**config.mk**
```make
export PLATFORM = sky130hd
export DESIGN_NAME = fix_session_top
export DESIGN_NICKNAME = d
export VERILOG_FILES = /design/src/verilog/fix_session_pkg.sv /design/src/verilog/fix_session_top.sv /design/src/verilog/heartbeat_timer.sv /design/src/verilog/session_config.sv /design/src/verilog/session_msg_arbiter.sv /design/src/verilog/session_window.sv
export SDC_FILE = /design/constraint.sdc
export NUM_CORES = 1
export LEC_CHECK = 0
export ABC_CLOCK_PERIOD_IN_PS = 2400
export BUFFER_PORTS_ARGS = -buffer_cell sky130_fd_sc_hd__buf_2
export CAP_MARGIN = 20
export CORE_ASPECT_RATIO = 0.8
export CORE_UTILIZATION = 30
export CTS_BUF_LIST = sky130_fd_sc_hd__clkbuf_8
export DETAILED_ROUTE_END_ITERATION = 7
export PLACE_DENSITY = 0.56
export SLEW_MARGIN = 20
export SYNTH_ARGS = -nofsm -noshare
export SYNTH_HDL_FRONTEND = slang
export SYNTH_SLANG_ARGS = --single-unit
```
**constraint.sdc**
```tcl
create_clock -name clk -period 2.4 [get_ports clk]
set_input_delay 0 -clock clk [delete_from_list [all_inputs] [get_ports clk]]
set_output_delay 0 -clock clk [all_outputs]
set_load 0.02 [all_outputs]
```
**src/verilog/fix_session_pkg.sv**
```systemverilog
//==========================================================================
// Shared types for the FIX session-control block.
// Import wildcard inside module bodies and use scoped names in port lists.
//==========================================================================

package fix_session_pkg;

  // Field widths
  localparam int TIME_W     = 16;
  localparam int INTERVAL_W = 8;
  localparam int CONNECT_W  = 2;

  // Minutes since midnight
  typedef logic [TIME_W-1:0] time_of_day_t;

  // Seconds, used for the heartbeat interval
  typedef logic [INTERVAL_W-1:0] interval_t;

  // 0 is initiator, anything else behaves as acceptor
  typedef logic [CONNECT_W-1:0] connect_type_t;

  localparam connect_type_t CONNECT_INITIATOR = connect_type_t'(0);

  // Message codes handed to the downstream message builder
  typedef enum logic [1:0] {
    MSG_HEARTBEAT = 2'd0,
    MSG_LOGON     = 2'd1,
    MSG_LOGOUT    = 2'd2
  } msg_type_t;

  // Session window FSM states
  typedef enum logic [1:0] {
    S_IDLE        = 2'd0,
    S_LOGON_PEND  = 2'd1,
    S_ACTIVE      = 2'd2,
    S_LOGOUT_PEND = 2'd3
  } session_state_t;

endpackage

```
**src/verilog/fix_session_top.sv**
```systemverilog
//==========================================================================
// FIX session-control top level.
// Configuration register feeding the session window and heartbeat timer,
// whose requests are merged by the message arbiter into one stream.
//==========================================================================

module fix_session_top (
  input  logic                          clk,
  input  logic                          reset_i,
  input  logic                          configure_i,
  input  fix_session_pkg::connect_type_t connect_type_i,
  input  fix_session_pkg::time_of_day_t  start_time_i,
  input  fix_session_pkg::time_of_day_t  end_time_i,
  input  fix_session_pkg::interval_t     heartbeat_int_i,
  input  fix_session_pkg::time_of_day_t  time_i,
  input  logic                          tick_i,
  input  logic                          msg_ready_i,
  output logic                          msg_valid_o,
  output fix_session_pkg::msg_type_t     msg_type_o
);

  import fix_session_pkg::*;

  // Registered settings
  logic          cfg_valid;
  connect_type_t cfg_connect_type;
  time_of_day_t  cfg_start_time;
  time_of_day_t  cfg_end_time;
  interval_t     cfg_heartbeat_int;

  // Requests and send feedback
  logic          logon_req;
  logic          logout_req;
  logic          session_active;
  logic          hb_req;
  logic          msg_sent;
  msg_type_t     sent_type;

  session_config u_config (
    .clk                 (clk),
    .reset_i             (reset_i),
    .configure_i         (configure_i),
    .connect_type_i      (connect_type_i),
    .start_time_i        (start_time_i),
    .end_time_i          (end_time_i),
    .heartbeat_int_i     (heartbeat_int_i),
    .cfg_valid_o         (cfg_valid),
    .cfg_connect_type_o  (cfg_connect_type),
    .cfg_start_time_o    (cfg_start_time),
    .cfg_end_time_o      (cfg_end_time),
    .cfg_heartbeat_int_o (cfg_heartbeat_int)
  );

  session_window u_window (
    .clk                (clk),
    .reset_i            (reset_i),
    .cfg_valid_i        (cfg_valid),
    .cfg_connect_type_i (cfg_connect_type),
    .cfg_start_time_i   (cfg_start_time),
    .cfg_end_time_i     (cfg_end_time),
    .time_i             (time_i),
    .msg_sent_i         (msg_sent),
    .sent_type_i        (sent_type),
    .logon_req_o        (logon_req),
    .logout_req_o       (logout_req),
    .session_active_o   (session_active)
  );

  heartbeat_timer u_hb_timer (
    .clk                 (clk),
    .reset_i             (reset_i),
    .session_active_i    (session_active),
    .tick_i              (tick_i),
    .msg_sent_i          (msg_sent),
    .cfg_heartbeat_int_i (cfg_heartbeat_int),
    .hb_req_o            (hb_req)
  );

  session_msg_arbiter u_arbiter (
    .clk          (clk),
    .reset_i      (reset_i),
    .logon_req_i  (logon_req),
    .logout_req_i (logout_req),
    .hb_req_i     (hb_req),
    .msg_ready_i  (msg_ready_i),
    .msg_valid_o  (msg_valid_o),
    .msg_type_o   (msg_type_o),
    .msg_sent_o   (msg_sent),
    .sent_type_o  (sent_type)
  );

endmodule

```
**src/verilog/heartbeat_timer.sv**
```systemverilog
//==========================================================================
// Heartbeat timer.
// Counts one-second ticks of link silence while the session is active and
// requests a heartbeat once the configured interval has elapsed.
//==========================================================================

module heartbeat_timer (
  input  logic                      clk,
  input  logic                      reset_i,
  input  logic                      session_active_i,
  input  logic                      tick_i,
  input  logic                      msg_sent_i,
  input  fix_session_pkg::interval_t cfg_heartbeat_int_i,
  output logic                      hb_req_o
);

  import fix_session_pkg::*;

  interval_t quiet_cnt_q;
  logic      interval_done;

  // A zero interval disables heartbeats
  assign interval_done = (cfg_heartbeat_int_i != '0) &&
                         (quiet_cnt_q >= cfg_heartbeat_int_i);

  //========================================================================
  // Quiet-time counter
  //========================================================================

  // Saturates at the interval, so a pending request never wraps the count
  always_ff @(posedge clk) begin
    if (reset_i) begin
      quiet_cnt_q <= '0;
    end else if (!session_active_i || msg_sent_i) begin
      quiet_cnt_q <= '0;
    end else if (tick_i && (quiet_cnt_q < cfg_heartbeat_int_i)) begin
      quiet_cnt_q <= quiet_cnt_q + 1'b1;
    end
  end

  //========================================================================
  // Request flag
  //========================================================================

  // Any sent message counts as traffic and clears the request.
  // Leaving the active state drops it too, so nothing trails a logout
  always_ff @(posedge clk) begin
    if (reset_i) begin
      hb_req_o <= 1'b0;
    end else if (!session_active_i || msg_sent_i) begin
      hb_req_o <= 1'b0;
    end else if (interval_done) begin
      hb_req_o <= 1'b1;
    end
  end

endmodule

```
**src/verilog/session_config.sv**
```systemverilog
//==========================================================================
// Session configuration register.
// Captures the session parameters on a configure pulse and holds them
// until the next pulse. cfg_valid_o marks that a set has been loaded.
//==========================================================================

module session_config (
  input  logic                          clk,
  input  logic                          reset_i,
  input  logic                          configure_i,
  input  fix_session_pkg::connect_type_t connect_type_i,
  input  fix_session_pkg::time_of_day_t  start_time_i,
  input  fix_session_pkg::time_of_day_t  end_time_i,
  input  fix_session_pkg::interval_t     heartbeat_int_i,
  output logic                          cfg_valid_o,
  output fix_session_pkg::connect_type_t cfg_connect_type_o,
  output fix_session_pkg::time_of_day_t  cfg_start_time_o,
  output fix_session_pkg::time_of_day_t  cfg_end_time_o,
  output fix_session_pkg::interval_t     cfg_heartbeat_int_o
);

  //========================================================================
  // Valid flag
  //========================================================================

  // Set by the first configure pulse, stays set until reset
  always_ff @(posedge clk) begin
    if (reset_i) begin
      cfg_valid_o <= 1'b0;
    end else if (configure_i) begin
      cfg_valid_o <= 1'b1;
    end
  end

  //========================================================================
  // Parameter registers
  //========================================================================

  // Values hold between pulses; a new pulse overwrites the whole set
  always_ff @(posedge clk) begin
    if (configure_i) begin
      cfg_connect_type_o  <= connect_type_i;
      cfg_start_time_o    <= start_time_i;
      cfg_end_time_o      <= end_time_i;
      cfg_heartbeat_int_o <= heartbeat_int_i;
    end
  end

endmodule

```
**src/verilog/session_msg_arbiter.sv**
```systemverilog
//==========================================================================
// Session message arbiter.
// Merges logon, logout and heartbeat requests into one valid/ready stream
// of message codes. Fixed priority: logout, logon, heartbeat. The chosen
// message is held until the message builder accepts it.
//==========================================================================

module session_msg_arbiter (
  input  logic                       clk,
  input  logic                       reset_i,
  input  logic                       logon_req_i,
  input  logic                       logout_req_i,
  input  logic                       hb_req_i,
  input  logic                       msg_ready_i,
  output logic                       msg_valid_o,
  output fix_session_pkg::msg_type_t msg_type_o,
  output logic                       msg_sent_o,
  output fix_session_pkg::msg_type_t sent_type_o
);

  import fix_session_pkg::*;

  logic      out_free;
  logic      take_logout;
  logic      take_logon;
  logic      take_hb;
  logic      take_any;
  msg_type_t next_type;

  assign msg_sent_o  = msg_valid_o && msg_ready_i;
  assign sent_type_o = msg_type_o;

  // Output slot can load when empty or when its message leaves this cycle
  assign out_free = !msg_valid_o || msg_ready_i;

  //========================================================================
  // Request masking and priority
  //========================================================================

  // A request whose message is leaving now is still high for this cycle,
  // so it must not be taken a second time. Heartbeat requests clear on
  // any send, so they are masked on every send
  assign take_logout = logout_req_i && !(msg_sent_o && (msg_type_o == MSG_LOGOUT));
  assign take_logon  = logon_req_i  && !(msg_sent_o && (msg_type_o == MSG_LOGON));
  assign take_hb     = hb_req_i     && !msg_sent_o;
  assign take_any    = take_logout || take_logon || take_hb;

  always_comb begin
    if (take_logout) begin
      next_type = MSG_LOGOUT;
    end else if (take_logon) begin
      next_type = MSG_LOGON;
    end else begin
      next_type = MSG_HEARTBEAT;
    end
  end

  //========================================================================
  // Output register
  //========================================================================

  always_ff @(posedge clk) begin
    if (reset_i) begin
      msg_valid_o <= 1'b0;
    end else if (out_free) begin
      msg_valid_o <= take_any;
    end
  end

  // Type only moves when the slot is free, so it is stable under back-pressure
  always_ff @(posedge clk) begin
    if (out_free && take_any) begin
      msg_type_o <= next_type;
    end
  end

endmodule

```
**src/verilog/session_window.sv**
```systemverilog
//==========================================================================
// Session window FSM.
// Follows the time of day against the configured start and end times and
// raises logon and logout requests. Advances when the arbiter reports that
// the matching message has been sent.
//==========================================================================

module session_window (
  input  logic                          clk,
  input  logic                          reset_i,
  input  logic                          cfg_valid_i,
  input  fix_session_pkg::connect_type_t cfg_connect_type_i,
  input  fix_session_pkg::time_of_day_t  cfg_start_time_i,
  input  fix_session_pkg::time_of_day_t  cfg_end_time_i,
  input  fix_session_pkg::time_of_day_t  time_i,
  input  logic                          msg_sent_i,
  input  fix_session_pkg::msg_type_t     sent_type_i,
  output logic                          logon_req_o,
  output logic                          logout_req_o,
  output logic                          session_active_o
);

  import fix_session_pkg::*;

  session_state_t state_q;
  session_state_t state_d;
  logic           in_window;
  logic           is_initiator;
  logic           logon_sent;
  logic           logout_sent;

  // Window is half open, start inclusive and end exclusive
  assign in_window    = (cfg_start_time_i <= time_i) && (time_i < cfg_end_time_i);
  assign is_initiator = (cfg_connect_type_i == CONNECT_INITIATOR);
  assign logon_sent   = msg_sent_i && (sent_type_i == MSG_LOGON);
  assign logout_sent  = msg_sent_i && (sent_type_i == MSG_LOGOUT);

  //========================================================================
  // Next state
  //========================================================================

  always_comb begin
    state_d = state_q;
    case (state_q)
      S_IDLE: begin
        if (cfg_valid_i && in_window) begin
          // Acceptor waits for the peer, so it goes active at once
          state_d = is_initiator ? S_LOGON_PEND : S_ACTIVE;
        end
      end
      S_LOGON_PEND: begin
        if (logon_sent) begin
          state_d = S_ACTIVE;
        end
      end
      S_ACTIVE: begin
        if (time_i >= cfg_end_time_i) begin
          state_d = is_initiator ? S_LOGOUT_PEND : S_IDLE;
        end
      end
      S_LOGOUT_PEND: begin
        if (logout_sent) begin
          state_d = S_IDLE;
        end
      end
      default: state_d = S_IDLE;
    endcase
  end

  always_ff @(posedge clk) begin
    if (reset_i) begin
      state_q <= S_IDLE;
    end else begin
      state_q <= state_d;
    end
  end

  // Requests are state decodes, so they hold until the message goes out
  assign logon_req_o      = (state_q == S_LOGON_PEND);
  assign logout_req_o     = (state_q == S_LOGOUT_PEND);
  assign session_active_o = (state_q == S_ACTIVE);

endmodule
```
==> metrics, run 1 <==
vias in the first global route=2239; crit end category=flop; RSZ-0062 raised after global routing=no; actual slew at the worst max-slew pin=985 ps; Hold Path Class=input port to flop; Worst Skew=7.46 ps; CTS Root Cell=clkbuf_8; Routed WL=6190 µm; Design Area, Final=4120 µm²; Final nets=490; Syn. warnings=0; clock sinks=57; Final Slew Violations=0; met3 wire len=354 µm; share of cells above drive strength 1=0.228; die height=91.3 µm; Rel. slew slack=0.343; DR vias/cell=4.32; final hold violation count=0; Worst Path Arrival=2270 ps; CTS Buf Count=9; total power=2310 µW; Synth-to-Final Area Change=37.7%; ys async rst share=0; Top FF cell, synth=edfxtp_1; status=complete, no violations; Post-synth EDFFs=44; core footprint=9650 µm²; DPL Wire Length=4560 µm; fill count=920; setup_tns=0 ps; crit path max fanout=3; die width=114 µm; post_cts resized=0; I/O pin cnt=66; Critical Path RT=2640 ps; achievable frequency=494 MHz; Skew-Pair Late Insertion Delay=350 ps; Syn Std Cell Area=2990 µm²; Post-Route M1 WL=3110 µm; most common cell after layout, fill and taps aside=buf_2; Buffers on Ports=65; Reg clk slew, reported paths=70 ps; most frequent cells in the layout=65 x buf_2, 48 x inv_1, 45 x dlygate4sd3_1; die area=10400 µm²; CTS tree=built; share of the synthesized area in the top cell type=0.442; LEAKAGE=0.00188 µW; maximum clock path buffer count=2; WL/cell=11.7 µm; Mapped Cells=265; Peak VDD IR=0.347 mV; H-tree levels=3; wire length on met2=2620 µm; initial antenna violation count=0; drt pass-1 iters=4; Rows=32; starting density of the core=0.310; Final ANT Viol Nets=0; GRT overflow=0; Fin Hold WS=103 ps; ant diodes=0; total of max-cap violations=0; Synth Register Bits=57; final setup fails=0; Seq/Total Area, Yosys=0.529; CP Launch Type=flop; GRT Total Usage=0.133; Pwr Density=561 nW/µm²; post-layout min period=2030 ps; Mapped Nets=369; max layer used=met4; syn avg cell area=11.3 µm²; Cell variety after synth=38; first-pass GRT wire length=10300 µm; Post-DP Area=3480 µm²; total via count in the routed design=2275; gpl congestion=0.785; Area contributors post-synth=edfxtp_1 44%, ha_1 17%, dfxtp_1 8.7%; drt first-iter violations=58; largest net degree at the start of global routing=44; fin crit share=0.844; # DRC=0; post-synth top area cell=edfxtp_1; WS Path Type=flop to flop
==> metrics by stage <==
step	utilization	setup WS, ps	cells
4_1_cts	0.427	371	527
5_1_grt	0.427	263	527
3_5_place_dp	0.361	377	466
6_report	0.427	374	527
2_1_floorplan	-	614	265
3_3_place_gp	0.361	400	466
==> metal layers <==
metal  up-vias  GRT usage
li1       1186          -
met1      1025      0.173
met2        55      0.194
met3         9     0.0507
met4         0     0.0592
met5         -          0
==> where the power goes <==
group	total (µW)	internal (µW)	switching [µW]
Clock	819	427	391
Combinational	336	173	163
Sequential	1150	1130	23.3
==> cell usage after synthesis, types with 3 or more instances <==
cell type  count
inv_1         47
edfxtp_1      44
ha_1          41
nand2_1       21
a21oi_1       19
nor2_1        17
dfxtp_1       13
nand4_1        8
o21ai_0        7
xor2_1         6
nand3_1        5
a21o_1         4
nor3_1         4
nand2b_1       3
nor4_1         3
==> kinds of logic (layout without fill, tap and decap cells) <==
family          count (synthesis)  after routing  synth area share
xor+xnor                        7              7            0.0205
fa+ha+maj                      41             41             0.172
buf+inv                        48            174            0.0603
compound gates                 43             43            0.0967
flops                          57             57             0.529
simple gates                   69             69             0.122
==> timing repair <==
action / in CTS / in global routing
endpoints found under the hold margin: 46 / 0
setup buffers: 0 / 0
hold buffers: 45 / 0
setup endpoints to repair: 0 / 0
==> flip-flops by register name, summed over array words and instances, names as in the netlist <==
| name | count |
|---|---|
| u_arbiter.msg_type_o | 2 |
| u_arbiter.msg_valid_o | 1 |
| u_config.cfg_connect_type_o | 2 |
| u_config.cfg_end_time_o | 16 |
| u_config.cfg_heartbeat_int_o | 8 |
| u_config.cfg_start_time_o | 16 |
| u_config.cfg_valid_o | 1 |
| u_hb_timer.hb_req_o | 1 |
| u_hb_timer.quiet_cnt_q | 8 |
| u_window.state_q | 2 |
==> layout make-up <==
| type | count | area, µm² | area share |
|---|---|---|---|
| Tap cell | 136 | 170 | 0.0413 |
| Sequential cell | 57 | 1580 | 0.384 |
| Clock buffer | 11 | 151 | 0.0368 |
| Timing Repair Buffer | 110 | 776 | 0.188 |
| Clock inverter | 5 | 30.0 | 0.00729 |
| Multi-Input combinational cell | 160 | 1230 | 0.298 |
| Inverter | 48 | 180 | 0.0438 |
==> path summary, 6_finish.rpt <==
path / from / to / slack [ps] / depth (start not counted)
max: u_config.cfg_start_time_o[14] / u_window.state_q[1] / 370 / 6
min: msg_ready_i / u_arbiter.msg_type_o[1] / 100 / 2
max reg2reg: u_config.cfg_start_time_o[14] / u_window.state_q[1] / 370 / 6
min reg2reg: u_hb_timer.hb_req_o / u_hb_timer.hb_req_o / 460 / 2
==> worst max-delay path, stage by stage (launching register included) <==
cell      delay (ps)
edfxtp_1         390
ha_1             320
nand4_1          140
nor4_1           530
a211o_1          230
a21oi_2           70
a32o_1           240
(Power assumes the default switching activity.)
==> run 2, diff against run 1 <==
--- a/config.mk
+++ b/config.mk
@@ -5,14 +5,14 @@
 export SDC_FILE = /design/constraint.sdc
 export NUM_CORES = 1
 export LEC_CHECK = 0
-export ABC_CLOCK_PERIOD_IN_PS = 2400
+export ABC_CLOCK_PERIOD_IN_PS = 1600
 export BUFFER_PORTS_ARGS = -buffer_cell sky130_fd_sc_hd__buf_2
 export CAP_MARGIN = 20
 export CORE_ASPECT_RATIO = 0.8
 export CORE_UTILIZATION = 30
 export CTS_BUF_LIST = sky130_fd_sc_hd__clkbuf_8
 export DETAILED_ROUTE_END_ITERATION = 7
-export PLACE_DENSITY = 0.56
+export PLACE_DENSITY = 0.58
 export SLEW_MARGIN = 20
 export SYNTH_ARGS = -nofsm -noshare
 export SYNTH_HDL_FRONTEND = slang
==> constraint.sdc (replaced) <==
create_clock -name clk -period 1.6 [get_ports clk]
set_input_delay 0 -clock clk [delete_from_list [all_inputs] [get_ports clk]]
set_output_delay 0 -clock clk [all_outputs]
set_load 0.02 [all_outputs]
==> metrics, run 2 (synthesized netlist as in run 1, its figures left out) <==
dpl ws=-293 ps (-670 ps); H-tree levels=3 (unchanged); share of cells above drive strength 1=0.326 (+0.0985); WL/cell=12.5 µm (+6.2%); Buffers on Ports=65 (unchanged); Skew-Pair Late Insertion Delay=340 ps (about the same); final worst setup slack=-344 ps (-718 ps); Final nets=516 (+5.3%); maximum clock path buffer count=2 (unchanged); CTS Root Cell=clkbuf_8; DPL Wire Length=4960 µm (+8.6%); CP Launch Type=flop; RSZ-0062 raised after global routing=yes; clock sinks=57 (unchanged); Core Util, Final=0.470 (+0.0431); total via count in the routed design=2405 (+5.7%); fin crit share=1.21 (+0.371); die area=10400 µm² (unchanged); drt pass-1 iters=4 (unchanged); failing checks=setup timing; Rows=32 (unchanged); CTS tree=built; Fin Hold WS=155 ps (+51.6 ps); Routed WL=6890 µm (+11%); die width=114 µm (unchanged); achievable frequency=514 MHz (+4.2%); Pwr Density=840 nW/µm² (+50%); gpl congestion=0.844 (+7.5%); CP max stage delay=400 ps (-130 ps); drt first-iter violations=75 (+29%); first-pass GRT wire length=11500 µm (+11%); slowest cell on the critical path=edfxtp_1; largest net degree at the start of global routing=44 (unchanged); GRT Total Usage=0.147 (+0.0148); Final Slew Violations=0 (unchanged); Worst Skew=7.21 ps (-0.257 ps); post-layout min period=1940 ps (-82.3 ps); crit end category=flop; fill count=887 (-3.6%); Reg clk slew, reported paths=70 ps (about the same); cell chain of the critical path=inv_2 -> ha_4 -> and4b_1 -> a211oi_2 -> o221a_4 -> buf_12 -> nand2_2 -> xnor2_1 -> nor2_1; # DRC=0 (unchanged); largest registers=u_config.cfg_end_time_o x16, u_config.cfg_start_time_o x16; Peak VDD IR=0.534 mV (+54%); total of max-cap violations=0 (unchanged); CTS Buf Count=9 (unchanged); Post-DP Area=3740 µm² (+7.3%); vias in the first global route=2494 (+11%); initial antenna violation count=0 (unchanged); most frequent cells in the layout=65 x buf_2, 45 x dlygate4sd3_1, 44 x inv_1, 44 x edfxtp_1, 33 x ha_1; DR vias/cell=4.35 (+0.74%); LEAKAGE=0.00204 µW (+8.2%); kind of cell adding the most delay to the critical path=compound AO/OA/AOI/OAI gates; Synth-to-Final Area Change=51.6%; final hold violation count=0 (unchanged); starting density of the core=0.310 (unchanged); Hold Path Class=input port to flop; Critical Path RT=1820 ps (-820 ps); final setup fails=11 (+11); status=finished, violations left; WS Path Type=flop to flop; Final ANT Viol Nets=0 (unchanged); ant diodes=0 (unchanged); most common cell after layout, fill and taps aside=buf_2; Worst Path Arrival=2160 ps (-110 ps); actual slew at the worst max-slew pin=440 ps (-545 ps); crit path max fanout=6 (+3); die height=91.3 µm (unchanged); Rel. slew slack=0.703 (+0.360); Design Area, Final=4530 µm² (+10%); GRT overflow=0 (unchanged); I/O pin cnt=66 (unchanged); Critical path buffers and inverters=2 (+2); core footprint=9650 µm² (unchanged)
-- run 2: cell count changes in the layout (fill, tap and decap cells not counted), moves of 4 or more --
cell and delta:
buf_4 +24, ha_1 -8, ha_4 +8, inv_1 -4
inv_2 +4
-- run 2: metrics by stage --
stage | power [µW] | TNS (ps) | std cells
4_1_cts | 3860 | -2180 | 552
6_report | 3810 | -2940 | 553
5_1_grt | 4020 | -3920 | 553
3_3_place_gp | 2260 | -2040 | 489
2_1_floorplan | 2030 | -825 | 265
3_5_place_dp | 2280 | -2500 | 489
-- run 2: report_power, final --
| group | internal, µW | total (µW) | switching [µW] | leakage [µW] |
|---|---|---|---|---|
| combinational | 334 | 619 | 285 | 0.00138 |
| sequential | 1700 | 1730 | 37.6 | 0.000536 |
| clock | 881 | 1450 | 573 | 0.000117 |
-- run 2: final timing paths --
path                                                       from                       endpoint  cells past startpoint  slack [ps]
worst min register to register              u_hb_timer.hb_req_o            u_hb_timer.hb_req_o                      2         470
worst max-delay path            u_config.cfg_heartbeat_int_o[3]      u_hb_timer.quiet_cnt_q[0]                      9        -340
worst max register to register  u_config.cfg_heartbeat_int_o[3]      u_hb_timer.quiet_cnt_q[0]                      9        -340
worst min-delay path                                configure_i  u_config.cfg_start_time_o[14]                      2         150
-- run 2: timing repair --
action | CTS | global route
hold buffers | 45 | 0
setup endpoints to repair | 11 | 11
setup buffers | 2 | 1
endpoints found under the hold margin | 46 | 0
pin swaps | 13 | 8
gates resized for setup | 8 | 9
-- run 2: area by class of cell --
cell class,count,area (µm²),share of cell area
clock inverters,3,38.8,0.00856
multi-input cells,160,1390,0.306
repair buffers,136,996,0.220
flip-flops and latches,57,1580,0.349
clock buffers,13,179,0.0395
inverters,48,180,0.0398
well taps,136,170,0.0375
-- run 2: metal layers --
metal  GRT usage  routed length (µm)  vias up
met1       0.187                3410     1093
met5           0                   0        -
met4      0.0669                 104        0
met3      0.0434                 318       10
li1            -                   -     1239
met2       0.231                3070       63
-- run 2: worst register-to-register path: stages (launching register included) --
cell	delay, ps
edfxtp_1	400
inv_2	80
ha_4	190
and4b_1	220
a211oi_2	280
o221a_4	290
buf_12	110
nand2_2	60
xnor2_1	130
nor2_1	50
==> run 3, diff against run 2 <==
--- a/config.mk
+++ b/config.mk
@@ -5,14 +5,14 @@
 export SDC_FILE = /design/constraint.sdc
 export NUM_CORES = 1
 export LEC_CHECK = 0
-export ABC_CLOCK_PERIOD_IN_PS = 1600
+export ABC_CLOCK_PERIOD_IN_PS = 1800
 export BUFFER_PORTS_ARGS = -buffer_cell sky130_fd_sc_hd__buf_2
 export CAP_MARGIN = 20
 export CORE_ASPECT_RATIO = 0.8
 export CORE_UTILIZATION = 30
 export CTS_BUF_LIST = sky130_fd_sc_hd__clkbuf_8
 export DETAILED_ROUTE_END_ITERATION = 7
-export PLACE_DENSITY = 0.58
+export PLACE_DENSITY = 0.56
 export SLEW_MARGIN = 20
 export SYNTH_ARGS = -nofsm -noshare
 export SYNTH_HDL_FRONTEND = slang
==> constraint.sdc (replaced) <==
create_clock -name clk -period 1.8 [get_ports clk]
set_input_delay 0 -clock clk [delete_from_list [all_inputs] [get_ports clk]]
set_output_delay 0 -clock clk [all_outputs]
set_load 0.02 [all_outputs]
==> metrics, run 3 (synthesized netlist as in run 1, its figures left out) <==
Peak VDD IR=0.394 mV (-26%); reg2reg start=u_config.cfg_start_time_o[14]; DPL Wire Length=4760 µm (-3.9%); # DRC=0 (unchanged); vias in the first global route=2362 (-5.3%); final setup fails=7 (-4); reg2reg setup slack=-70 ps (+280 ps); die height=91.3 µm (unchanged); Rows=32 (unchanged); hold path depth=1 (-1); most common cell after layout, fill and taps aside=buf_2; reg2reg path depth=7 (-2); dpl ws=-170 ps (+122 ps); initial antenna violation count=0 (unchanged); total power=3320 µW (-13%); Rel. slew slack=0.659 (-0.0444); die area=10400 µm² (unchanged); CTS Root Cell=clkbuf_8; kind of cell adding the most delay to the critical path=compound AO/OA/AOI/OAI gates; final hold violation count=0 (unchanged); slowest cell on the critical path=edfxtp_1; Worst Skew=9.79 ps (+2.58 ps); ant diodes=0 (unchanged); H-tree levels=3 (unchanged); Final nets=505 (-2.1%); crit end category=flop; core footprint=9650 µm² (unchanged); LEAKAGE=0.00197 µW (-3.3%); Skew-Pair Late Insertion Delay=350 ps (about the same); crit path max fanout=3 (-3); Post-DP Area=3590 µm² (-3.8%); final worst setup slack=-65.4 ps (+279 ps); Synth-to-Final Area Change=49.6%; actual slew at the worst max-slew pin=511 ps (+71.3 ps); Critical Path RT=2100 ps (+280 ps); maximum clock path buffer count=2 (unchanged); WL/cell=12.1 µm (-3.2%); I/O pin cnt=66 (unchanged); Fin Hold WS=153 ps (-2.16 ps); Critical path buffers and inverters=0 (-2); Routed WL=6540 µm (-5.1%); drt first-iter violations=64 (-15%); status=finished, violations left; CP max stage delay=420 ps (+20 ps); Core Util, Final=0.463 (-0.00622); failing checks=setup timing; Buffers on Ports=65 (unchanged); Hold Path Class=input port to flop; CTS Buf Count=9 (unchanged); Final Slew Violations=0 (unchanged); Reg clk slew, reported paths=70 ps (about the same); r2r endpoint=u_window.state_q[0]; Pwr Density=742 nW/µm² (-12%); drt pass-1 iters=4 (unchanged); largest registers=u_config.cfg_end_time_o x16, u_config.cfg_start_time_o x16; worst hold path endpoint=u_config.cfg_start_time_o[7]; RSZ-0062 raised after global routing=yes; Design Area, Final=4470 µm² (-1.3%); CTS tree=built; CP Launch Type=flop; total of max-cap violations=0 (unchanged); largest net degree at the start of global routing=25 (-43%); post-layout min period=1870 ps (-78.6 ps); first-pass GRT wire length=10700 µm (-7.0%); DR vias/cell=4.33 (-0.39%); clock sinks=57 (unchanged); HP Start=configure_i; most frequent cells in the layout=65 x buf_2, 45 x inv_1, 45 x dlygate4sd3_1; gpl congestion=0.776 (-8.1%); total via count in the routed design=2348 (-2.4%); Worst Path Arrival=2160 ps (about the same); die width=114 µm (unchanged); Final ANT Viol Nets=0 (unchanged); WS Path Type=flop to flop; fin crit share=1.04 (-0.179); GRT Total Usage=0.138 (-0.00940); achievable frequency=536 MHz (+4.2%); share of cells above drive strength 1=0.310 (-0.0158); GRT overflow=0 (unchanged); starting density of the core=0.310 (unchanged); cell chain of the critical path=ha_4 -> a21oi_1 -> nand2_1 -> a221o_1 -> a211o_1 -> a21oi_2 -> o221a_1
==> run 3: final cells by class <==
class	count	area [µm²]
fillers	917	5180
flip-flops and latches	57	1580
multi-input cells	160	1440
repair buffers	125	901
inverters	48	180
well taps	136	170
clock buffers	10	138
clock inverters	6	66.3
==> run 3: worst max-delay path by stage <==
stage | from | to | slack, ps | cells after the start
6_report | u_config.cfg_start_time_o[14] | u_window.state_q[0] | -70 | 7
3_5_place_dp | u_config.cfg_end_time_o[14] | u_window.state_q[1] | -170 | 8
2_1_floorplan | u_config.cfg_heartbeat_int_o[3] | u_hb_timer.quiet_cnt_q[7] | 10 | 8
3_3_place_gp | u_config.cfg_end_time_o[13] | u_window.state_q[1] | -200 | 8
4_1_cts | u_config.cfg_heartbeat_int_o[2] | u_hb_timer.quiet_cnt_q[6] | -110 | 8
5_1_grt | u_config.cfg_heartbeat_int_o[2] | u_hb_timer.quiet_cnt_q[6] | -130 | 8
==> run 3: worst reg2reg max path, stage by stage, from the launching register on <==
cell	delay, ps
edfxtp_1	420
ha_4	240
a21oi_1	140
nand2_1	70
a221o_1	350
a211o_1	250
a21oi_2	170
o221a_1	180
==> run 3: power breakdown <==
| group | switching [µW] | internal [µW] |
|---|---|---|
| combinational | 254 | 289 |
| clock | 555 | 677 |
| sequential | 34.6 | 1510 |
| total | 844 | 2470 |
==> run 3: stage by stage <==
step | TNS, ps | cells
after floorplan | 0 | 265
after global placement | -558 | 479
after detailed placement | -1110 | 479
after CTS | -621 | 542
after global routing | -835 | 542
final | -205 | 542
==> run 3: timing repair <==
| item | CTS | global route |
|---|---|---|
| endpoints found under the setup margin | 10 | 11 |
| gates resized for setup | 14 | 12 |
| pin swaps | 11 | 14 |
| setup buffers | 2 | 0 |
| hold endpoints to repair | 46 | 0 |
| hold buffers | 45 | 0 |
| gates cloned | 0 | 0 |
==> run 3: per-layer routing <==
layer  routed length (µm)  part of all wire  global-route usage  up-vias
li1                     -                 -                   -     1211
met1                 3310              0.51               0.178     1069
met2                 2780              0.42               0.206       60
met3                  357             0.055              0.0534        8
met4                   95             0.015              0.0559        0
met5                    0                 0                   0        -
